[src/rtl/blit_macros.svh]
// Blitter counter constants
`ifndef BLIT_MACROS_SVH
`define BLIT_MACROS_SVH

// Width of the inner count, line count and x pointer
`define BLIT_CNT_W 16

// Width of a step, pixels covered by one write beat
`define BLIT_STEP_W 4

// AXI4-Lite register byte offsets
`define BLIT_REG_CMD    4'h0
`define BLIT_REG_COUNT  4'h4
`define BLIT_REG_DSTX   4'h8
`define BLIT_REG_STATUS 4'hC

// Pixel size codes, log2 of bits per pixel
`define BLIT_PIX8  3'd3
`define BLIT_PIX16 3'd4
`define BLIT_PIX32 3'd5

`endif

[src/rtl/blit_pkg.sv]
// Blitter shared types
package blit_pkg;

	// Command word as the sequencer sees it
	// Start bit sits at the top of the word
	typedef struct packed {
		logic        start;
		logic        phrase_mode;
		// Pixel size code, see the BLIT_PIX macros
		logic [2:0]  pixsize;
		// Ignored, stored and read back as written
		logic [26:0] reserved;
	} blit_cmd_s;

	// One command word, two views
	// Register block works on the raw word
	// Sequencer decodes the fields
	typedef union packed {
		logic [31:0] raw;
		blit_cmd_s   fields;
	} blit_cmd_u;

endpackage

[src/rtl/blit_regs.sv]
// Blitter AXI4-Lite register block
`include "blit_macros.svh"

module blit_regs (
	input  logic                   sys_clk,
	input  logic                   rst_n,
	input  logic [3:0]             awaddr,
	input  logic                   awvalid,
	output logic                   awready,
	input  logic [31:0]            wdata,
	input  logic [3:0]             wstrb,
	input  logic                   wvalid,
	output logic                   wready,
	output logic [1:0]             bresp,
	output logic                   bvalid,
	input  logic                   bready,
	input  logic [3:0]             araddr,
	input  logic                   arvalid,
	output logic                   arready,
	output logic [31:0]            rdata,
	output logic [1:0]             rresp,
	output logic                   rvalid,
	input  logic                   rready,
	output blit_pkg::blit_cmd_u    cmd,
	output logic                   go,
	output logic                   countld,
	output logic [`BLIT_CNT_W-1:0] cnt_din,
	output logic [`BLIT_CNT_W-1:0] lines,
	output logic [`BLIT_CNT_W-1:0] dstx_start,
	input  logic [`BLIT_CNT_W-1:0] icount,
	input  logic                   busy,
	input  logic                   done
);

	logic                wr_hs;
	logic                rd_hs;
	// Merged write words, old bytes kept where the strobe is low
	blit_pkg::blit_cmd_u cmd_wr;
	blit_pkg::blit_cmd_u cmd_store;
	logic [31:0]         count_wr;
	logic [31:0]         dstx_wr;
	logic [31:0]         status_word;

	// Byte lane merge
	function automatic logic [31:0] apply_strb(input logic [31:0] old_word,
		input logic [31:0] new_word, input logic [3:0] strb);
		logic [31:0] result;
		result = old_word;
		for (int i = 0; i < 4; i++) begin
			if (strb[i]) begin
				result[8*i +: 8] = new_word[8*i +: 8];
			end
		end
		return result;
	endfunction

	// Address and data accepted together, one write in flight
	assign wr_hs   = awvalid & wvalid & ~bvalid;
	assign awready = wr_hs;
	assign wready  = wr_hs;
	assign bresp   = 2'b00;

	assign arready = ~rvalid;
	assign rd_hs   = arvalid & arready;
	assign rresp   = 2'b00;

	assign cmd_wr.raw = apply_strb(cmd.raw, wdata, wstrb);
	assign count_wr   = apply_strb({lines, cnt_din}, wdata, wstrb);
	assign dstx_wr    = apply_strb({{(32 - `BLIT_CNT_W){1'b0}}, dstx_start}, wdata, wstrb);

	// Start is a trigger only, never stored
	always_comb begin
		cmd_store              = cmd_wr;
		cmd_store.fields.start = 1'b0;
	end

	assign status_word = {icount, 14'd0, done, busy};

	always_ff @(posedge sys_clk) begin
		if (!rst_n) begin
			bvalid     <= 1'b0;
			rvalid     <= 1'b0;
			go         <= 1'b0;
			countld    <= 1'b0;
			cmd.raw    <= '0;
			cnt_din    <= '0;
			lines      <= '0;
			dstx_start <= '0;
		end else begin
			// Pulses line up with bvalid
			go      <= wr_hs && (awaddr == `BLIT_REG_CMD) && cmd_wr.fields.start;
			countld <= wr_hs && (awaddr == `BLIT_REG_COUNT);
			if (wr_hs) begin
				bvalid <= 1'b1;
				case (awaddr)
					`BLIT_REG_CMD: cmd <= cmd_store;
					`BLIT_REG_COUNT: begin
						cnt_din <= count_wr[15:0];
						lines   <= count_wr[31:16];
					end
					`BLIT_REG_DSTX: dstx_start <= dstx_wr[`BLIT_CNT_W-1:0];
					// Status and unmapped offsets drop the write
					default: ;
				endcase
			end else if (bready) begin
				bvalid <= 1'b0;
			end
			if (rd_hs) begin
				rvalid <= 1'b1;
			end else if (rready) begin
				rvalid <= 1'b0;
			end
		end
	end

	// Read data captured at the address handshake
	always_ff @(posedge sys_clk) begin
		if (rd_hs) begin
			case (araddr)
				`BLIT_REG_CMD:    rdata <= cmd.raw;
				`BLIT_REG_COUNT:  rdata <= {lines, cnt_din};
				`BLIT_REG_DSTX:   rdata <= {{(32 - `BLIT_CNT_W){1'b0}}, dstx_start};
				`BLIT_REG_STATUS: rdata <= status_word;
				default:          rdata <= 32'd0;
			endcase
		end
	end

endmodule

[src/rtl/blit_seq.sv]
// Blitter line sequencer
`include "blit_macros.svh"

module blit_seq (
	input  logic                    sys_clk,
	input  logic                    rst_n,
	input  logic                    go,
	input  blit_pkg::blit_cmd_u     cmd,
	input  logic [`BLIT_CNT_W-1:0]  lines,
	input  logic [`BLIT_CNT_W-1:0]  dstx_start,
	input  logic [`BLIT_STEP_W-1:0] step,
	input  logic [`BLIT_CNT_W-1:0]  icount,
	input  logic                    inner0,
	input  logic                    wr_ready,
	output logic                    wr_valid,
	output logic [`BLIT_CNT_W-1:0]  wr_x,
	output logic [`BLIT_STEP_W-1:0] wr_npix,
	output logic                    icntena,
	output logic                    ireload,
	output logic                    busy,
	output logic                    done,
	output logic                    phrase_mode,
	output logic [2:0]              pixsize,
	output logic [2:0]              dstxp
);

	localparam logic [1:0] ST_IDLE   = 2'd0;
	localparam logic [1:0] ST_RUN    = 2'd1;
	localparam logic [1:0] ST_RELOAD = 2'd2;

	logic [1:0]             state;
	logic [`BLIT_CNT_W-1:0] x_ptr;
	logic [`BLIT_CNT_W-1:0] x_start;
	logic [`BLIT_CNT_W-1:0] lines_left;
	logic [`BLIT_CNT_W-1:0] step_ext;
	logic                   last_beat;

	assign step_ext = {{(`BLIT_CNT_W - `BLIT_STEP_W){1'b0}}, step};

	// Beats only in RUN, the reload cycle is the line bubble
	assign wr_valid = (state == ST_RUN);
	assign icntena  = wr_valid & wr_ready;
	assign ireload  = (state == ST_RELOAD);
	assign busy     = (state != ST_IDLE);

	assign wr_x  = x_ptr;
	assign dstxp = x_ptr[2:0];
	// Clip the final beat of a line to the pixels left
	assign wr_npix   = (icount < step_ext) ? icount[`BLIT_STEP_W-1:0] : step;
	assign last_beat = (icount <= step_ext);

	always_ff @(posedge sys_clk) begin
		if (!rst_n) begin
			state       <= ST_IDLE;
			done        <= 1'b0;
			x_ptr       <= '0;
			x_start     <= '0;
			lines_left  <= '0;
			phrase_mode <= 1'b0;
			pixsize     <= `BLIT_PIX8;
		end else begin
			case (state)
				ST_IDLE: begin
					if (go) begin
						// Command fields frozen for the whole blit
						phrase_mode <= cmd.fields.phrase_mode;
						pixsize     <= cmd.fields.pixsize;
						x_ptr       <= dstx_start;
						x_start     <= dstx_start;
						lines_left  <= lines;
						// Counter holds the width here, zero width shows as inner0
						if (inner0 || (lines == '0)) begin
							done <= 1'b1;
						end else begin
							done  <= 1'b0;
							state <= ST_RUN;
						end
					end
				end
				ST_RUN: begin
					if (icntena) begin
						x_ptr <= x_ptr + step_ext;
						if (last_beat) begin
							state <= ST_RELOAD;
						end
					end
				end
				ST_RELOAD: begin
					// Counter reloads on this edge as well, also after the last line
					x_ptr <= x_start;
					if (lines_left == 'd1) begin
						state <= ST_IDLE;
						done  <= 1'b1;
					end else begin
						lines_left <= lines_left - 1'b1;
						state      <= ST_RUN;
					end
				end
				default: state <= ST_IDLE;
			endcase
		end
	end

endmodule

[src/rtl/blit_top.sv]
// Blitter inner loop top
`include "blit_macros.svh"

module blit_top (
	input  logic                    sys_clk,
	input  logic                    rst_n,
	input  logic [3:0]              awaddr,
	input  logic                    awvalid,
	output logic                    awready,
	input  logic [31:0]             wdata,
	input  logic [3:0]              wstrb,
	input  logic                    wvalid,
	output logic                    wready,
	output logic [1:0]              bresp,
	output logic                    bvalid,
	input  logic                    bready,
	input  logic [3:0]              araddr,
	input  logic                    arvalid,
	output logic                    arready,
	output logic [31:0]             rdata,
	output logic [1:0]              rresp,
	output logic                    rvalid,
	input  logic                    rready,
	output logic                    wr_valid,
	input  logic                    wr_ready,
	output logic [`BLIT_CNT_W-1:0]  wr_x,
	output logic [`BLIT_STEP_W-1:0] wr_npix
);

	blit_pkg::blit_cmd_u     cmd;
	logic                    go;
	logic                    countld;
	logic [`BLIT_CNT_W-1:0]  cnt_din;
	logic [`BLIT_CNT_W-1:0]  lines;
	logic [`BLIT_CNT_W-1:0]  dstx_start;
	logic [`BLIT_CNT_W-1:0]  icount;
	logic                    busy;
	logic                    done;
	logic [`BLIT_STEP_W-1:0] step;
	logic                    inner0;
	logic                    icntena;
	logic                    ireload;
	logic                    phrase_mode;
	logic [2:0]              pixsize;
	logic [2:0]              dstxp;

	// Host registers and status
	blit_regs i_regs (
		.sys_clk(sys_clk), .rst_n(rst_n),
		.awaddr(awaddr), .awvalid(awvalid), .awready(awready),
		.wdata(wdata), .wstrb(wstrb), .wvalid(wvalid), .wready(wready),
		.bresp(bresp), .bvalid(bvalid), .bready(bready),
		.araddr(araddr), .arvalid(arvalid), .arready(arready),
		.rdata(rdata), .rresp(rresp), .rvalid(rvalid), .rready(rready),
		.cmd(cmd), .go(go), .countld(countld), .cnt_din(cnt_din),
		.lines(lines), .dstx_start(dstx_start),
		.icount(icount), .busy(busy), .done(done)
	);

	// Lines, x pointer and beat handshake
	blit_seq i_seq (
		.sys_clk(sys_clk), .rst_n(rst_n),
		.go(go), .cmd(cmd), .lines(lines), .dstx_start(dstx_start),
		.step(step), .icount(icount), .inner0(inner0), .wr_ready(wr_ready),
		.wr_valid(wr_valid), .wr_x(wr_x), .wr_npix(wr_npix),
		.icntena(icntena), .ireload(ireload), .busy(busy), .done(done),
		.phrase_mode(phrase_mode), .pixsize(pixsize), .dstxp(dstxp)
	);

	// Pixels left in the line and phrase step
	inner_cnt i_cnt (
		.sys_clk(sys_clk), .rst_n(rst_n),
		.countld(countld), .cnt_din(cnt_din),
		.icntena(icntena), .ireload(ireload),
		.phrase_mode(phrase_mode), .pixsize(pixsize), .dstxp(dstxp),
		.step(step), .icount(icount), .inner0(inner0)
	);

endmodule

[src/rtl/inner_cnt.sv]
// Inner pixel counter
`include "blit_macros.svh"

module inner_cnt (
	input  logic                    sys_clk,
	input  logic                    rst_n,
	input  logic                    countld,
	input  logic [`BLIT_CNT_W-1:0]  cnt_din,
	input  logic                    icntena,
	input  logic                    ireload,
	input  logic                    phrase_mode,
	input  logic [2:0]              pixsize,
	input  logic [2:0]              dstxp,
	output logic [`BLIT_STEP_W-1:0] step,
	output logic [`BLIT_CNT_W-1:0]  icount,
	output logic                    inner0
);

	// Line width kept for every reload
	logic [`BLIT_CNT_W-1:0] cnt_reload;
	// Delayed load strobe, count follows the reload value one edge late
	logic                   cntld_q;
	// Sticky flag, last step went past zero
	logic                   underflow;
	// Pixels up to the next 64-bit phrase boundary
	logic [`BLIT_STEP_W-1:0] phrase_step;
	// Count minus step, top bit is the borrow
	logic [`BLIT_CNT_W:0]   count_dec;

	// Phrase holds 8, 4 or 2 pixels
	// Distance to boundary from the low x bits
	always_comb begin
		case (pixsize)
			`BLIT_PIX8:  phrase_step = 4'd8 - {1'b0, dstxp};
			`BLIT_PIX16: phrase_step = 4'd4 - {2'b00, dstxp[1:0]};
			`BLIT_PIX32: phrase_step = 4'd2 - {3'b000, dstxp[0]};
			// Unsupported sizes fall back to single pixels
			default:     phrase_step = 4'd1;
		endcase
	end

	// One pixel per beat outside phrase mode
	assign step = phrase_mode ? phrase_step : 4'd1;

	// Zero-extended subtract so the borrow shows crossing below zero
	assign count_dec = {1'b0, icount} -
		{{(`BLIT_CNT_W + 1 - `BLIT_STEP_W){1'b0}}, step};

	// Reload value written straight from the register block
	always_ff @(posedge sys_clk) begin
		if (countld) begin
			cnt_reload <= cnt_din;
		end
	end

	always_ff @(posedge sys_clk) begin
		if (!rst_n) begin
			cntld_q   <= 1'b0;
			icount    <= '0;
			underflow <= 1'b0;
		end else begin
			cntld_q <= countld;
			if (cntld_q || ireload) begin
				// New line, flag from the previous line no longer applies
				icount    <= cnt_reload;
				underflow <= 1'b0;
			end else if (icntena) begin
				icount    <= count_dec[`BLIT_CNT_W-1:0];
				underflow <= count_dec[`BLIT_CNT_W];
			end
		end
	end

	// End of line on exact zero or after a clipped step
	assign inner0 = (icount == '0) | underflow;

endmodule

[config.mk]
export PLATFORM = sky130hd
export DESIGN_NAME = blit_top
export DESIGN_NICKNAME = d
export VERILOG_FILES = /design/src/rtl/blit_pkg.sv /design/src/rtl/blit_regs.sv /design/src/rtl/blit_seq.sv /design/src/rtl/blit_top.sv /design/src/rtl/inner_cnt.sv
export VERILOG_INCLUDE_DIRS = /design/src /design/src/rtl
export SDC_FILE = /design/constraint.sdc
export NUM_CORES = 1
export LEC_CHECK = 0
export ABC_CLOCK_PERIOD_IN_PS = 6200
export CORE_ASPECT_RATIO = 1.4
export CORE_MARGIN = 3
export CORE_UTILIZATION = 65
export DETAILED_ROUTE_END_ITERATION = 12
export DONT_BUFFER_PORTS = 1
export PLACE_DENSITY = 0.81
export SYNTH_ARGS = -nofsm -noshare
export SYNTH_HDL_FRONTEND = slang
export SYNTH_SLANG_ARGS = --single-unit
[constraint.sdc]
create_clock -name sys_clk -period 6.2 [get_ports sys_clk]
set_clock_uncertainty 0.2 [all_clocks]
set_input_delay 1.24 -clock sys_clk [delete_from_list [all_inputs] [get_ports sys_clk]]
set_output_delay 1.24 -clock sys_clk [all_outputs]
set_load 0.05 [all_outputs]
* Yosys cells after proc, flatten, opt, wreduce, memory -nomap -nowiden *
Index checks and enable logic that the tools add are counted.

word-level totals
  bits in latches = 0
  flip-flop bits (word level) = 204
  RAM bits = 0
  input bits = 52
  memory bits (read-only) = 0
  memories kept = 0
  word-level logic and storage cells = 118

cells by class
  order comparisons = 2
  bitwise gates (word level) = 8
  $add $sub $neg = 6
  reduce and logical (&&, ||, !) cells = 32
  div/mod/pow operators = 0
  equality and inequality tests = 17
  muxes and demuxes = 27
  multipliers = 0
  shifts and indexed selects = 0

operators with widths
  kind                   number
  $pmux 32 s4            1
  $mux 16                6
  $pmux 16 s3            1
  $reduce_and 3->1       13
  $logic_not 16->1       2
  $pmux 16 s2            1
  $sub 16x4->17          1
  $add 16x4->16          1
  $eq 16x1->1 const B    1
  $le 16x4->1            1
  $lt 16x4->1            1
  $sub 16x1->16 const B  1
  $eq 4x4->1 const B     3
  $pmux 4 s3             1
  $ne 2x2->1 const B     5
  $reduce_bool 2->1      5
  $eq 4x3->1 const B     2
  $logic_not 4->1        2
  $mux 1                 8
  $mux 2                 4
  $mux 4                 2
  $mux 8                 1
  $eq 3x3->1 const B     2
  $pmux 2 s3             1
  18 further kinds       26

* Longest topological paths before layout *
  depth after elaboration = 7
  depth in mapped cells = 13
  gate-level depth less buffers = 13

* By module *
Synthesis repeated with hierarchy kept, for this count alone.

second synthesis, totals
  cell total of the unflattened synthesis = 1097
  area, all modules = 10010.9 um2

by module, submodules not included
  module     area an instance (um2)  cells each  instances
  blit_regs  4777.1                  453         1
  blit_seq   3592.2                  486         1
  inner_cnt  1641.6                  158         1

* Worst setup path after synthesis *
OpenSTA, ideal clock, no wires.

  path kind = register to output
  start point = register i_seq.x_ptr[1], in the netlist i_seq.wr_x[1]
  end point = output wr_npix[1]
  arrival time = 3.757 ns
  path slack = 1.003 ns
  cell stages (with the launch flop) = 11
  cells stage by stage = dfxtp_1 inv_1 ha_1 o21ai_0 a21boi_0 inv_1 ha_1 nand2b_1 a21oi_1 nor3b_2 o21ai_0

on the way
  word-level cells in the longest chain between the ends = 5
  elaborated cells between the ends (all ways) = 6
  classes of those cells = 2 x add/sub; 1 x order compare; 3 x mux

ends and longest elaborated chain
  element                                            line                              text
  from (decl)                                        blit_seq.sv:32                    logic [`BLIT_CNT_W-1:0] x_ptr;
  from (signal assigned)                             blit_seq.sv:68                    x_ptr <= dstx_start;
  from (signal assigned)                             blit_seq.sv:82                    x_ptr <= x_ptr + step_ext;
  from (signal assigned)                             blit_seq.sv:90                    x_ptr <= x_start;
  $sub 4x3->4 / $sub 3x2->4 (equally long branches)  inner_cnt.sv:34, inner_cnt.sv:35
  $pmux 4 s3 *                                       inner_cnt.sv:33                   case (pixsize)
  $mux 4 *                                           inner_cnt.sv:43                   assign step = phrase_mode ? phrase_step : 4'd1;
  $lt 16x4->1                                        blit_seq.sv:49                    assign wr_npix = (icount < step_ext) ? icount[`BLIT_STEP_W-1:0] : step;
  $mux 4 *                                           blit_seq.sv:49
  to (decl)                                          blit_top.sv:27                    output logic [`BLIT_STEP_W-1:0] wr_npix

Mark *: on every way between the ends. The rest lies on a longest branch, timed or not.

* Worst setup path in the final report *
  start point = register i_seq.x_ptr[1], in the netlist i_seq.wr_x[1]
  end point = output wr_npix[3]

The elaborated chain is that of the path after synthesis.

==> reports/metrics.yaml <==
post-synth-top-count-cell: "nand2_1"
rows: 51
gp_congestion: 0.8864
async_flop_share_pct: 0
p_clk_share_pct: 26.6
ys_seq_elements: 204
cts-root-buf: "clkbuf_16"
cp-start-kind: "register"
grt_max_degree: 90
setup_viol: 0
cts.repair.resized: 0
stdcell_count: 1271
netlist_top_cells_area: "dfxtp_1 33%, edfxtp_1 15%, nand2_1 7.7%, a21oi_1 6.7%, nand3_1 4.5%"
cts_made_buffers: 20
wl_um: 25770
power_frac_comb_pct: 33.4
grt_pass1_wl_um: 41090
tightest_slew_ps: 977.2
hpwl_um: 17410
netlist_area_mm2: 0.009518
irDropWorstVdd_uv: 236.6
placed_area_mm2: 0.009618
first_pass_iters: 7
grt_usage_pct: 32.01
max_freq_mhz: 182.8
p_sw_mw: 1.654
finalHoldViolCount: 0
port_buffers: 0
antenna_cells: 0
final_cell_area_mm2: 0.01021
cts_tree: "yes"
cts_setup_buffers: 0
finalCriticalPeriod_ps: 5471
critPathKind: "reg -> out"
synth-edff-count: 48
core_mm2: 0.01410
h-tree-depth: 1
p_int_mw: 2.569
cp_data_required_time_ps: 4760
grt_overflow: 0
p_sw_share_pct: 39.17
rsz0062_at_grt: "no"
first_global_vias: 8245
yosysSeqAreaShare_pct: 47.96
cts.clk_slew.worst_paths_ps: 60
synth_cell_types: 69
p_leak_nw: 3.631
preCtsSetupSlack_ps: 1254
via_per_inst: 6.518
die_area_mm2: 0.01615
fin_crit_sh_pct: 88.25
syn-instance-count: 1105
routedWlPerCell_um: 20.27
nets: 1142
initial_utilization_pct: 67.49
synth_top_area_share_pct: 32.81
hp-class: "reg -> reg"
cts.sinks: 204
run_status: "complete, no violations"
synth_ff_type: "dfxtp_1"
n_fill_cell: 1157
end_kind: "primary output"
area_growth_pct: 7.309
postCtsHoldBufs: 0
final_core_util_pct: 72.42
ios: 114
die_y_um: 149.2
via_count: 8284
drtIter0Drc: 719
yosysTopAreaCell: "dfxtp_1"
power_mw: 4.224
drc: 0
maxCapViolCount: 0
avgSynthCellArea_um2: 8.613
antenna_found_initial: 0
fin_ws_ps: 728.6
max-slew-margin-rel_pct: 34.72
clkLatencyLatePin_ps: 500
cp.arrival_ps: 4030
drive_gt1_share_pct: 6.262
ys_warn_count: 0
ant_nets: 0
holdWs_ps: 253.9
crit_fanout: 8
slew_viol_final: 0
synthTopCellsByCount: "194 x nand2_1, 156 x dfxtp_1, 128 x a21oi_1, 85 x nand3_1, 65 x clkbuf_1"
power.density_mw_per_mm2: 413.6
pwr-share-seq_pct: 40.0
cts_buffer_depth: 3
tns_ps: 0
dp.cells: 1235
die_x_um: 108.3
==> final timing paths <==
kind / start / end / slack (ps) / cells after the start
worst max register to register: i_seq.wr_x[1]$_SDFFE_PN0P_ / i_seq.wr_x[8]$_SDFFE_PN0P_ / 2150 / 12
worst min-delay path: i_regs.cmd[9]$_SDFFE_PN0P_ / i_regs.cmd[9]$_SDFFE_PN0P_ / 250 / 2
worst max-delay path: i_seq.wr_x[1]$_SDFFE_PN0P_ / wr_npix[3] / 730 / 12
worst min register to register: i_regs.cmd[9]$_SDFFE_PN0P_ / i_regs.cmd[9]$_SDFFE_PN0P_ / 250 / 2
==> metal layers <==
| metal | track usage [%] | vias up | part of all wire [%] |
|---|---|---|---|
| met2 | 57.00 | 385 | 52 |
| met4 | 19.90 | 0 | 6.6 |
| li1 | - | 3886 | - |
| met1 | 35.23 | 3906 | 35 |
| met3 | 4.851 | 107 | 6.9 |
| met5 | 0 | - | 0 |
==> logic make-up after synthesis <==
logic type      after synthesis  synth area share [%]
compound gates              278                 18.30
xor+xnor                     16                 1.472
other cells                   1               0.03940
flops                       204                 47.96
fa+ha+maj                    18                 2.524
mux                          26                 2.774
buf+inv                     114                 4.759
simple gates                448                 22.18
==> layout make-up <==
| type | count | area, um2 | share of cell area [%] |
|---|---|---|---|
| flip-flops and latches | 204 | 4564 | 44.69 |
| clock inverters | 9 | 48.80 | 0.4778 |
| clock buffers | 27 | 546.8 | 5.353 |
| repair buffers | 17 | 127.6 | 1.250 |
| well taps | 185 | 231.5 | 2.266 |
| inverters | 39 | 148.9 | 1.458 |
| multi-input cells | 790 | 4546 | 44.51 |
==> layout by cell type, fill, tap and decap left out, types with 4 or more instances in the layout <==
cell / instances
a211oi_1: 14
a21oi_1: 128
a221oi_1: 6
a222oi_1: 15
a22oi_1: 16
a31oi_1: 6
and2_1: 6
and3_1: 5
buf_4: 17
clkbuf_1: 5
clkbuf_16: 20
clkinv_1: 6
conb_1: 4
dfxtp_1: 156
edfxtp_1: 48
ha_1: 15
inv_1: 38
mux2i_1: 23
nand2_1: 194
nand2b_1: 13
nand3_1: 85
nand3b_1: 4
nand4_1: 6
nor2_1: 59
nor2b_1: 14
nor3_1: 15
nor3b_1: 4
nor4_1: 15
nor4_2: 4
o211ai_1: 5
o21a_1: 5
o21ai_0: 42
o22ai_1: 5
or3_1: 9
xnor2_1: 9
xor2_1: 7
==> worst max-delay path, stage by stage (launching register included) <==
cell and delay [ps]:
dfxtp_1 710, inv_1 180, ha_1 310, o21ai_0 70, a21boi_0 410, inv_1 180
ha_1 330, nand2b_1 110, a21oi_1 200, nor3b_2 530, nand2_1 100, o21ai_1 150
buf_4 240
==> flip-flops by register name (all words and copies together), names as in the netlist <==
register and flops:
i_regs.rdata 32, i_regs.cmd 31, i_cnt.cnt_reload 16, i_cnt.icount 16, i_regs.cnt_din 16, i_regs.dstx_start 16, i_regs.lines 16, i_seq.lines_left 16
i_seq.wr_x 16, i_seq.x_start 16, i_seq.pixsize 3, i_seq.state 2, i_cnt.cntld_q 1, i_cnt.underflow 1, i_regs.bvalid 1, i_regs.countld 1
i_regs.go 1, i_regs.rvalid 1, i_seq.done 1, i_seq.phrase_mode 1
==> power groups by stage <==
stage | logic (mW) | clock network [mW] | registers (mW)
after floorplan | 1.09 | 0 | 1.66
after global placement | 1.35 | 0 | 1.71
after detailed placement | 1.38 | 0 | 1.71
after CTS | 1.39 | 1.13 | 1.69
after global routing | 1.54 | 1.19 | 1.70
final | 1.41 | 1.12 | 1.69
Note: power is estimated with default switching activity, not from simulation.
